File: config.mk
export PLATFORM = sky130hd
export DESIGN_NAME = coproc_top
export DESIGN_NICKNAME = d
export VERILOG_FILES = /design/src/coproc_pkg.sv /design/src/pulse_timer.sv /design/src/reset_req_fsm.sv /design/src/mult_pipe.sv /design/src/coproc_top.sv
export SDC_FILE = /design/constraint.sdc
export NUM_CORES = 1
export LEC_CHECK = 0
export ABC_AREA = 1
export BUFFER_PORTS_ARGS = -buffer_cell sky130_fd_sc_hd__buf_4
export CORE_MARGIN = 2
export CORE_UTILIZATION = 55
export DETAILED_ROUTE_END_ITERATION = 8
export PLACE_DENSITY = 0.75
export RECOVER_POWER = 100
export SKIP_CTS_REPAIR_TIMING = 1
export SLEW_MARGIN = 10
export SYNTH_ARGS = -nofsm -noshare
export SYNTH_HDL_FRONTEND = slang
export SYNTH_HIERARCHICAL = 1
export SYNTH_SLANG_ARGS = --single-unit
File: constraint.sdc
create_clock -name CLOCK_50 -period 2.6 [get_ports CLOCK_50]
set_clock_uncertainty 0.2 [all_clocks]
set_input_delay 0.52 -clock CLOCK_50 [delete_from_list [all_inputs] [get_ports CLOCK_50]]
set_output_delay 0.52 -clock CLOCK_50 [all_outputs]
set_load 0.03 [all_outputs]
File: src/coproc_pkg.sv
// package: datapath widths, pipeline depth, reset pulse widths, uptime width, pulse state enum
package coproc_pkg;

  // ========================================
  // multiplier datapath
  // ========================================
  parameter int operand_w   = 16;   // one unsigned operand
  parameter int word_w      = 32;   // fifo word, also product width
  parameter int mult_stages = 3;    // default pipeline depth

  // ========================================
  // reset request pulse widths, in cycles
  // ========================================
  parameter int cold_pulse_ext  = 6;
  parameter int warm_pulse_ext  = 2;
  parameter int debug_pulse_ext = 32;

  // ========================================
  // status
  // ========================================
  parameter int uptime_w = 32;   // free-running counter
  parameter int led_w    = 10;   // red leds, top bits of counter

  // pulse channel state
  typedef enum logic {
    pulse_idle   = 1'b0,
    pulse_active = 1'b1   // pulse output high
  } pulse_state_t;

endpackage

File: src/pulse_timer.sv
// module pulse_timer: loadable down-counter flagging the end of one pulse interval
module pulse_timer import coproc_pkg::*; #(
  parameter int pulse_ext = cold_pulse_ext   // interval length in cycles
) (
  input  logic CLOCK_50,
  input  logic hps_fpga_reset_n,
  input  logic load,      // restart the interval
  output logic expired    // interval over
);

  // counter holds at most pulse_ext-1, keep at least one bit
  localparam int cnt_w = (pulse_ext > 1) ? $clog2(pulse_ext) : 1;
  localparam logic [cnt_w-1:0] load_val = cnt_w'(pulse_ext - 1);

  logic [cnt_w-1:0] cnt_q;

  // ========================================
  // down-counter
  // ========================================
  always_ff @(posedge CLOCK_50 or negedge hps_fpga_reset_n) begin
    if (!hps_fpga_reset_n) begin
      cnt_q <= '0;
    end else if (load) begin
      cnt_q <= load_val;               // first cycle of pulse counts as one
    end else if (cnt_q != '0) begin
      cnt_q <= cnt_q - 1'b1;           // stops at zero
    end
  end

  // last cycle of the interval is the one that reads zero
  // a load in the same cycle restarts, so no expiry then
  assign expired = (cnt_q == '0) && !load;

endmodule

File: src/reset_req_fsm.sv
// module reset_req_fsm: rising edge detector and pulse state machine for one reset request line
module reset_req_fsm import coproc_pkg::*; #(
  parameter int pulse_ext = cold_pulse_ext   // pulse width in cycles
) (
  input  logic CLOCK_50,
  input  logic hps_fpga_reset_n,
  input  logic req,      // raw request level
  output logic pulse     // active high reset request pulse
);

  logic         req_q;      // registered request
  logic         req_prev;   // one cycle older, for edge compare
  logic         rise;
  logic         load;       // start the timer
  logic         expired;    // timer done
  pulse_state_t state_q;
  pulse_state_t state_d;

  // ========================================
  // edge detect
  // ========================================
  always_ff @(posedge CLOCK_50 or negedge hps_fpga_reset_n) begin
    if (!hps_fpga_reset_n) begin
      req_q    <= 1'b0;
      req_prev <= 1'b0;
    end else begin
      req_q    <= req;       // request lands here on first edge
      req_prev <= req_q;
    end
  end

  assign rise = req_q && !req_prev;   // low to high only

  // ========================================
  // pulse state machine
  // ========================================
  always_comb begin
    state_d = state_q;
    case (state_q)
      pulse_idle: begin
        if (rise) state_d = pulse_active;
      end
      pulse_active: begin
        // further edges dropped here
        if (expired) state_d = pulse_idle;
      end
      default: state_d = pulse_idle;
    endcase
  end

  always_ff @(posedge CLOCK_50 or negedge hps_fpga_reset_n) begin
    if (!hps_fpga_reset_n) begin
      state_q <= pulse_idle;
    end else begin
      state_q <= state_d;
    end
  end

  // timer restarts on the edge that enters active
  assign load  = (state_q == pulse_idle) && rise;
  assign pulse = (state_q == pulse_active);

  pulse_timer #(
    .pulse_ext (pulse_ext)
  ) timer_inst (
    .CLOCK_50         (CLOCK_50),
    .hps_fpga_reset_n (hps_fpga_reset_n),
    .load             (load),
    .expired          (expired)
  );

endmodule

File: src/mult_pipe.sv
// module mult_pipe: operand unpacking and stallable unsigned multiply pipeline between fifo ports
module mult_pipe import coproc_pkg::*; #(
  parameter int stages = mult_stages   // product registers, also latency
) (
  input  logic              CLOCK_50,
  input  logic              hps_fpga_reset_n,

  // host to fpga fifo
  input  logic [word_w-1:0] in_readdata,
  input  logic              in_waitrequest,
  output logic              in_read,

  // fpga to host fifo
  output logic [word_w-1:0] out_writedata,
  output logic              out_write,
  input  logic              out_waitrequest
);

  logic [operand_w-1:0] op_a;
  logic [operand_w-1:0] op_b;
  logic [word_w-1:0]    prod_d;           // full width product
  logic                 stall;
  logic [word_w-1:0]    prod_q [stages];  // product per stage
  logic [stages-1:0]    vld_q;            // valid per stage

  // ========================================
  // unpack and multiply
  // ========================================
  assign op_a = in_readdata[operand_w-1:0];        // low half
  assign op_b = in_readdata[word_w-1:operand_w];   // high half

  // 16x16 unsigned fits the 32 bit word exactly
  assign prod_d = op_a * op_b;

  // ========================================
  // flow control
  // ========================================
  // host side holds the head word while out_waitrequest is high,
  // so the whole pipe freezes, bubbles included
  assign stall = out_waitrequest;

  // pop a word only when fifo has one and pipe can move
  assign in_read = !in_waitrequest && !stall;

  // ========================================
  // pipeline registers
  // ========================================
  always_ff @(posedge CLOCK_50 or negedge hps_fpga_reset_n) begin
    if (!hps_fpga_reset_n) begin
      vld_q <= '0;
    end else if (!stall) begin
      vld_q[0] <= in_read;   // taken word enters stage 0
      for (int i = 1; i < stages; i++) begin
        vld_q[i] <= vld_q[i-1];
      end
    end
  end

  // payload, follows the valid bits
  always_ff @(posedge CLOCK_50) begin
    if (!stall) begin
      if (in_read) begin
        prod_q[0] <= prod_d;   // skip toggling on bubbles
      end
      for (int i = 1; i < stages; i++) begin
        prod_q[i] <= prod_q[i-1];
      end
    end
  end

  // ========================================
  // output port
  // ========================================
  // last stage drives the fifo directly; during stall
  // both hold since nothing shifts
  assign out_write     = vld_q[stages-1];
  assign out_writedata = prod_q[stages-1];

endmodule

File: src/coproc_top.sv
// module coproc_top: multiply pipeline, three reset request channels, uptime counter and leds
module coproc_top import coproc_pkg::*; (
  input  logic                CLOCK_50,
  input  logic                hps_fpga_reset_n,

  // host to fpga fifo, operands in
  input  logic [word_w-1:0]   in_readdata,
  input  logic                in_waitrequest,
  output logic                in_read,

  // fpga to host fifo, products out
  output logic [word_w-1:0]   out_writedata,
  output logic                out_write,
  input  logic                out_waitrequest,

  // reset requests, bit 0 cold, 1 warm, 2 debug
  input  logic [2:0]          reset_req,
  output logic                cold_reset,
  output logic                warm_reset,
  output logic                debug_reset,

  // status
  output logic [uptime_w-1:0] status_count,
  output logic [led_w-1:0]    ledr
);

  logic [uptime_w-1:0] uptime_q;   // free-running cycle count

  // ========================================
  // product coprocessor
  // ========================================
  mult_pipe #(
    .stages (mult_stages)
  ) mult_inst (
    .CLOCK_50         (CLOCK_50),
    .hps_fpga_reset_n (hps_fpga_reset_n),
    .in_readdata      (in_readdata),
    .in_waitrequest   (in_waitrequest),
    .in_read          (in_read),
    .out_writedata    (out_writedata),
    .out_write        (out_write),
    .out_waitrequest  (out_waitrequest)
  );

  // ========================================
  // reset request channels
  // ========================================
  // cold, short pulse
  reset_req_fsm #(
    .pulse_ext (cold_pulse_ext)
  ) cold_req_inst (
    .CLOCK_50         (CLOCK_50),
    .hps_fpga_reset_n (hps_fpga_reset_n),
    .req              (reset_req[0]),
    .pulse            (cold_reset)
  );

  // warm, shortest
  reset_req_fsm #(
    .pulse_ext (warm_pulse_ext)
  ) warm_req_inst (
    .CLOCK_50         (CLOCK_50),
    .hps_fpga_reset_n (hps_fpga_reset_n),
    .req              (reset_req[1]),
    .pulse            (warm_reset)
  );

  // debug, long pulse
  reset_req_fsm #(
    .pulse_ext (debug_pulse_ext)
  ) debug_req_inst (
    .CLOCK_50         (CLOCK_50),
    .hps_fpga_reset_n (hps_fpga_reset_n),
    .req              (reset_req[2]),
    .pulse            (debug_reset)
  );

  // ========================================
  // uptime counter
  // ========================================
  always_ff @(posedge CLOCK_50 or negedge hps_fpga_reset_n) begin
    if (!hps_fpga_reset_n) begin
      uptime_q <= '0;
    end else begin
      uptime_q <= uptime_q + 1'b1;   // wraps after 2^32 cycles
    end
  end

  assign status_count = uptime_q;                       // status word for host
  assign ledr         = uptime_q[uptime_w-1 -: led_w];  // slow bits, visible blink

endmodule

# Word level (Yosys, flattened, before mapping)
# Memories as Yosys holds them, arrays and structs flattened.
# Index checks and enable logic that the tools add are counted.
[totals]
reg_bits = 53
ramBits = 96
out_inout_bits = 79
memories = 1
[mem_list]
columns = ["name", "depth", "word_bits", "read_ports", "rd_ports_with_merged_regs", "write_ports", "line", "source"]
rows = [
  ["mult_inst.prod_q", 3, 32, 3, 0, 3, "mult_pipe.sv:23", "logic [word_w-1:0] prod_q [stages];"],
]
[classes]
add_sub_neg = 4
mul = 1
mux = 19
n_bitwise = 4
reduce_logical = 24
[ops]
columns = ["op", "count"]
rows = [
  ["32-bit by 1-bit adder with 32-bit output, second input constant", 1],
  ["16-bit by 16-bit multiplier with 32-bit output", 1],
  ["1-bit 2-to-1 mux", 12],
  ["1-bit logical AND", 10],
  ["5-bit 2-to-1 mux", 2],
  ["1-bit logical NOT", 8],
  ["3-bit 2-to-1 mux", 2],
  ["1-bit case mux with 2 select lines", 3],
  ["5-bit logical NOT", 1],
  ["5-bit nonzero test", 1],
  ["5-bit by 1-bit subtractor with 5-bit output, second input constant", 1],
  ["1-bit NOT", 4],
  ["2-bit nonzero test", 2],
  ["3-bit logical NOT", 1],
  ["3-bit nonzero test", 1],
  ["3-bit by 1-bit subtractor with 3-bit output, second input constant", 1],
  ["1-bit subtractor, second input constant", 1],
]

# Longest topological paths before layout
[depth]
ltp_word = 7
ltp_mapped = 27
ltp_nobuf = 25

# By module
# The synthesis kept the hierarchy.
[modules_own_cells]
columns = ["module", "instances", "cells_each", "area_per_inst_um2", "seq_area_each_um2"]
rows = [
  ["mult_pipe", 1, 1514, 12737.2, 2957.8],
  ["coproc_top", 1, 231, 1863.0, 800.8],
  ["reset_req_fsm", 3, 10, 107.6, 75.1],
  ["pulse_timer (debug_req_inst.timer_inst)", 1, 33, 260.2, 125.1],
  ["pulse_timer (cold_req_inst.timer_inst)", 1, 23, 176.4, 75.1],
  ["pulse_timer (warm_req_inst.timer_inst)", 1, 2, 28.8, 25.0],
]

# Worst setup path before layout
# Ideal clock, no wire load.
[synth_timing]
path_kind = "input to register"
startpoint = "input in_readdata[23]"
endpoint = "memory mult_inst.prod_q[0][28], data pin"
setup_ns = 0.252
arrival_time_ns = 5.267
slack_ns = -3.119
path_stages = 25
n_path_buf = 2
path_cell_list = "clkbuf_1 clkbuf_1 nand2_1 fa_1 inv_1 fa_1 inv_1 fa_1 inv_1 fa_1 fa_1 inv_1 fa_1 inv_1 ha_1 nand2_2 inv_1 nand2_1 nand2_1 nand2_1 nand2_1 a21oi_1 nand2_1 nand2_1 nand2_1"
[synth_lines]
columns = ["element", "line", "source"]
rows = [
  ["start, declared", "coproc_top.sv:7", "input logic [word_w-1:0] in_readdata,"],
  ["end, declared", "mult_pipe.sv:23", ""],
]

==> results_dict.tcl <==
set metrics [dict create \
    worst_ep_arrival_time_ns 5.04 \
    synthesis.area_sq_mm 0.0154 \
    critical-path-max-stage-delay_ns 0.57 \
    yosysSeqAreaShare 0.274 \
    dieArea_sq_mm 0.0293 \
    grt_max_degree 56 \
    die_x_microns 171 \
    multi_input_area_sq_mm 0.00955 \
    cp-end-kind "flip-flop" \
    post_synth_num_cell_types 27 \
    status "complete, but fails checks" \
    slew-limit-headroom 0.128 \
    syn_nets 2174 \
    ios 118 \
    grt_pass1_wl_microns 57700 \
    num-nets-final 2344 \
    gr-total-overflow 0 \
    critPathSlowestCell "fa_2" \
    gp_congestion 0.935 \
    post_drt_wl_per_cell_microns 14.9 \
    cts-root-buf "clkbuf_16" \
    grt.busiest_layer "met2" \
    crit_end "mult_inst/prod_q[0][27]$_DFFE_PP_" \
    fin_crit_ns 5.06 \
    fillers 2251 \
    grt_use_met1 0.294 \
    worstReg2RegEnd "status_count[24]$_DFF_PN0_" \
    drtPass1Iterations 5 \
    antenna_found_initial 0 \
    dp_hpwl_microns 28300 \
    fin_ws_ns -2.46 \
    via_per_inst 4.98 \
    violations "setup timing" \
    fmax_ghz 0.198 \
    rows 61 \
    drcViolationCount 0 \
    antenna_left 0 \
    clk_pin_slew_ns 0.06 \
    cts_max_level 4 \
    diodes 0 \
    dr.first_iter.drc_count 574 \
    clock_sinks 149 \
    cts.path.max_buffers 2 \
    setup_violations 29 \
    cts_tree "built" \
    cap_viol_max_count 0 \
    cpLargestDelayFamily "adder cells" \
    cts_made_buffers 17 \
    min_path_type "reg -> reg" \
    hold-worst-slack_ns 0.193 \
    clk_latency_ns 0.43 \
    period_share 1.95 \
    final-seq-area_sq_mm 0.00421 \
    vias 11929 \
    worstRegToRegCells 8 \
    netlist_instances 1833 \
    wl_microns 35700 \
    reg2reg_from "status_count[1]$_DFF_PN0_" \
    critPathLaunchType "primary input" \
    start_util 0.557 \
    io_buffers 117 \
    synth_seq_cells 149 \
    crit_start "in_readdata[11]" \
    path_cells "buf_8 > buf_4 > nand2_1 > fa_1 > fa_1 > fa_2 > inv_2 > fa_2 > fa_1 > inv_1 > fa_1 > inv_2 > ha_4 > nand2_4 > inv_2 > nand2_2 > nand3_2 > buf_4 > nand2_2 > nand2_2 > nand2_2 > nand3_1 > nand2_1 > nand2_1" \
    path_buf_inv 7 \
    finalMaxSlewViolations 0 \
    path_depth 24 \
    hold_violations 0 \
    crit_type "in -> reg" \
    track_usage 0.250 \
    synth.avg_cell_area_sq_um 8.40 \
    synth_warnings 6 \
    reg2reg_slack_ns 0.44 \
    drive_above_1_share 0.219 \
    final_area_sq_mm 0.0186 \
    path_max_fanout 9 \
    required_ns 2.59 \
    rsz0062_at_grt "true" \
    coreArea_sq_mm 0.0276 \
    use_met2 0.459 \
    grt_pass1_vias 12498 \
    place_area_sq_mm 0.0175 \
    use_met3 0.0354 \
    area_growth_pct 21.2 \
    worstMarginPinSlew_ns 1.31 \
    die_y_microns 171 \
]
-- synthesized netlist by cell type (all sizes together) --
master | instances | area share
a21o | 1 | 0.00049
a21oi | 18 | 0.0059
buf | 42 | 0.020
clkbuf | 64 | 0.016
dfrtp | 53 | 0.086
edfxtp | 96 | 0.19
fa | 194 | 0.25
ha | 108 | 0.088
inv | 480 | 0.12
nand2 | 578 | 0.15
nand3 | 52 | 0.021
nand3b | 8 | 0.0039
nand4 | 7 | 0.0028
nor2 | 92 | 0.032
nor3 | 1 | 0.00032
o21ai | 5 | 0.0016
o21bai | 1 | 0.00049
xnor2 | 7 | 0.0040
xor2 | 26 | 0.016
-- per-layer routing --
layer / wire [microns] / share of wire
met1: 14000 / 0.39
met2: 18700 / 0.52
met3: 1800 / 0.050
met4: 1270 / 0.035
met5: 0 / 0
-- cells by family after synthesis --
group | synth area share
and+or+nand+nor | 0.205
AOI/OAI and AO/OA | 0.00846
DFF | 0.274
buffers and inverters | 0.153
xor gates and xnor gates | 0.0198
adders and majority gates | 0.340
-- flip-flops by register name (all words and copies together) (netlist names), 3 cells and up --
register	cells
mult_inst/prod_q	96
mult_inst/vld_q	3
cold_req_inst/timer_inst/cnt_q	3
debug_req_inst/timer_inst/cnt_q	5
status_count	32
-- per-stage QoR --
stage | setup slack [ns] | instances | setup TNS, ns | util
3_5_place_dp | -2.95 | 2338 | -73.49 | 0.634
4_1_cts | -2.49 | 2370 | -60.82 | 0.655
6_report | -2.46 | 2394 | -59.81 | 0.675
5_1_grt | -2.63 | 2394 | -63.88 | 0.675
2_1_floorplan | -2.68 | 1833 | -65.44 | -
3_3_place_gp | -2.89 | 2338 | -72.27 | 0.634
-- worst min-delay path by stage --
| stage | slack (ns) | start | endpoint | depth (start not counted) |
|---|---|---|---|---|
| final | 0.19 | warm_req_inst/req_q$_DFF_PN0_ | warm_req_inst/req_prev$_DFF_PN0_ | 0 |
| after global routing | 0.19 | in_waitrequest | mult_inst/vld_q[0]$_DFFE_PN0N_ | 2 |
| after CTS | -0.05 | hps_fpga_reset_n | debug_req_inst/timer_inst/cnt_q[1]$_DFFE_PN0P_ | 1 |
| after detailed placement | 0.19 | cold_req_inst/req_q$_DFF_PN0_ | cold_req_inst/req_prev$_DFF_PN0_ | 0 |
| after global placement | 0.19 | warm_req_inst/req_q$_DFF_PN0_ | warm_req_inst/req_prev$_DFF_PN0_ | 0 |
| after floorplan | 0.02 | hps_fpga_reset_n | cold_req_inst/pulse$_DFF_PN0_ | 0 |
-- worst reg2reg max path: stages, from the launching register on --
cell and delay [ns]:
dfrtp_1 0.40, ha_1 0.21, nand2_2 0.06, nor2_1 0.33, nand2_1 0.21, nor2_1 0.43, nand2_1 0.09, nand2_1 0.08
nand2_1 0.05
-- cell usage in the layout (no fill, tap or decap), drive strengths merged --
master and n:
o21ai 5, clkinvlp 3, edfxtp 96, a21o 1, nand3 52, ha 108
nand3b 8, xnor2 7, nand4 7, inv 487, nand2 578, dlygate4sd3 4
xor2 26, nor3 1, buf 164, o21bai 1, clkinv 4, nor2 92
clkbuf 106, fa 194, bufinv 1, dfrtp 53, a21oi 18
-- final cells by class --
cell class / instances / share of cell area
well taps: 378 / 0.0254
clock inverters: 15 / 0.00892
inverters: 480 / 0.0966
repair buffers: 257 / 0.108
clock buffers: 17 / 0.0228
multi-input cells: 1098 / 0.512
flip-flops and latches: 149 / 0.226
Power is left out: the tool's default activity adds up to more than one toggle a clock period on the data nets, which glitch-free logic cannot reach.
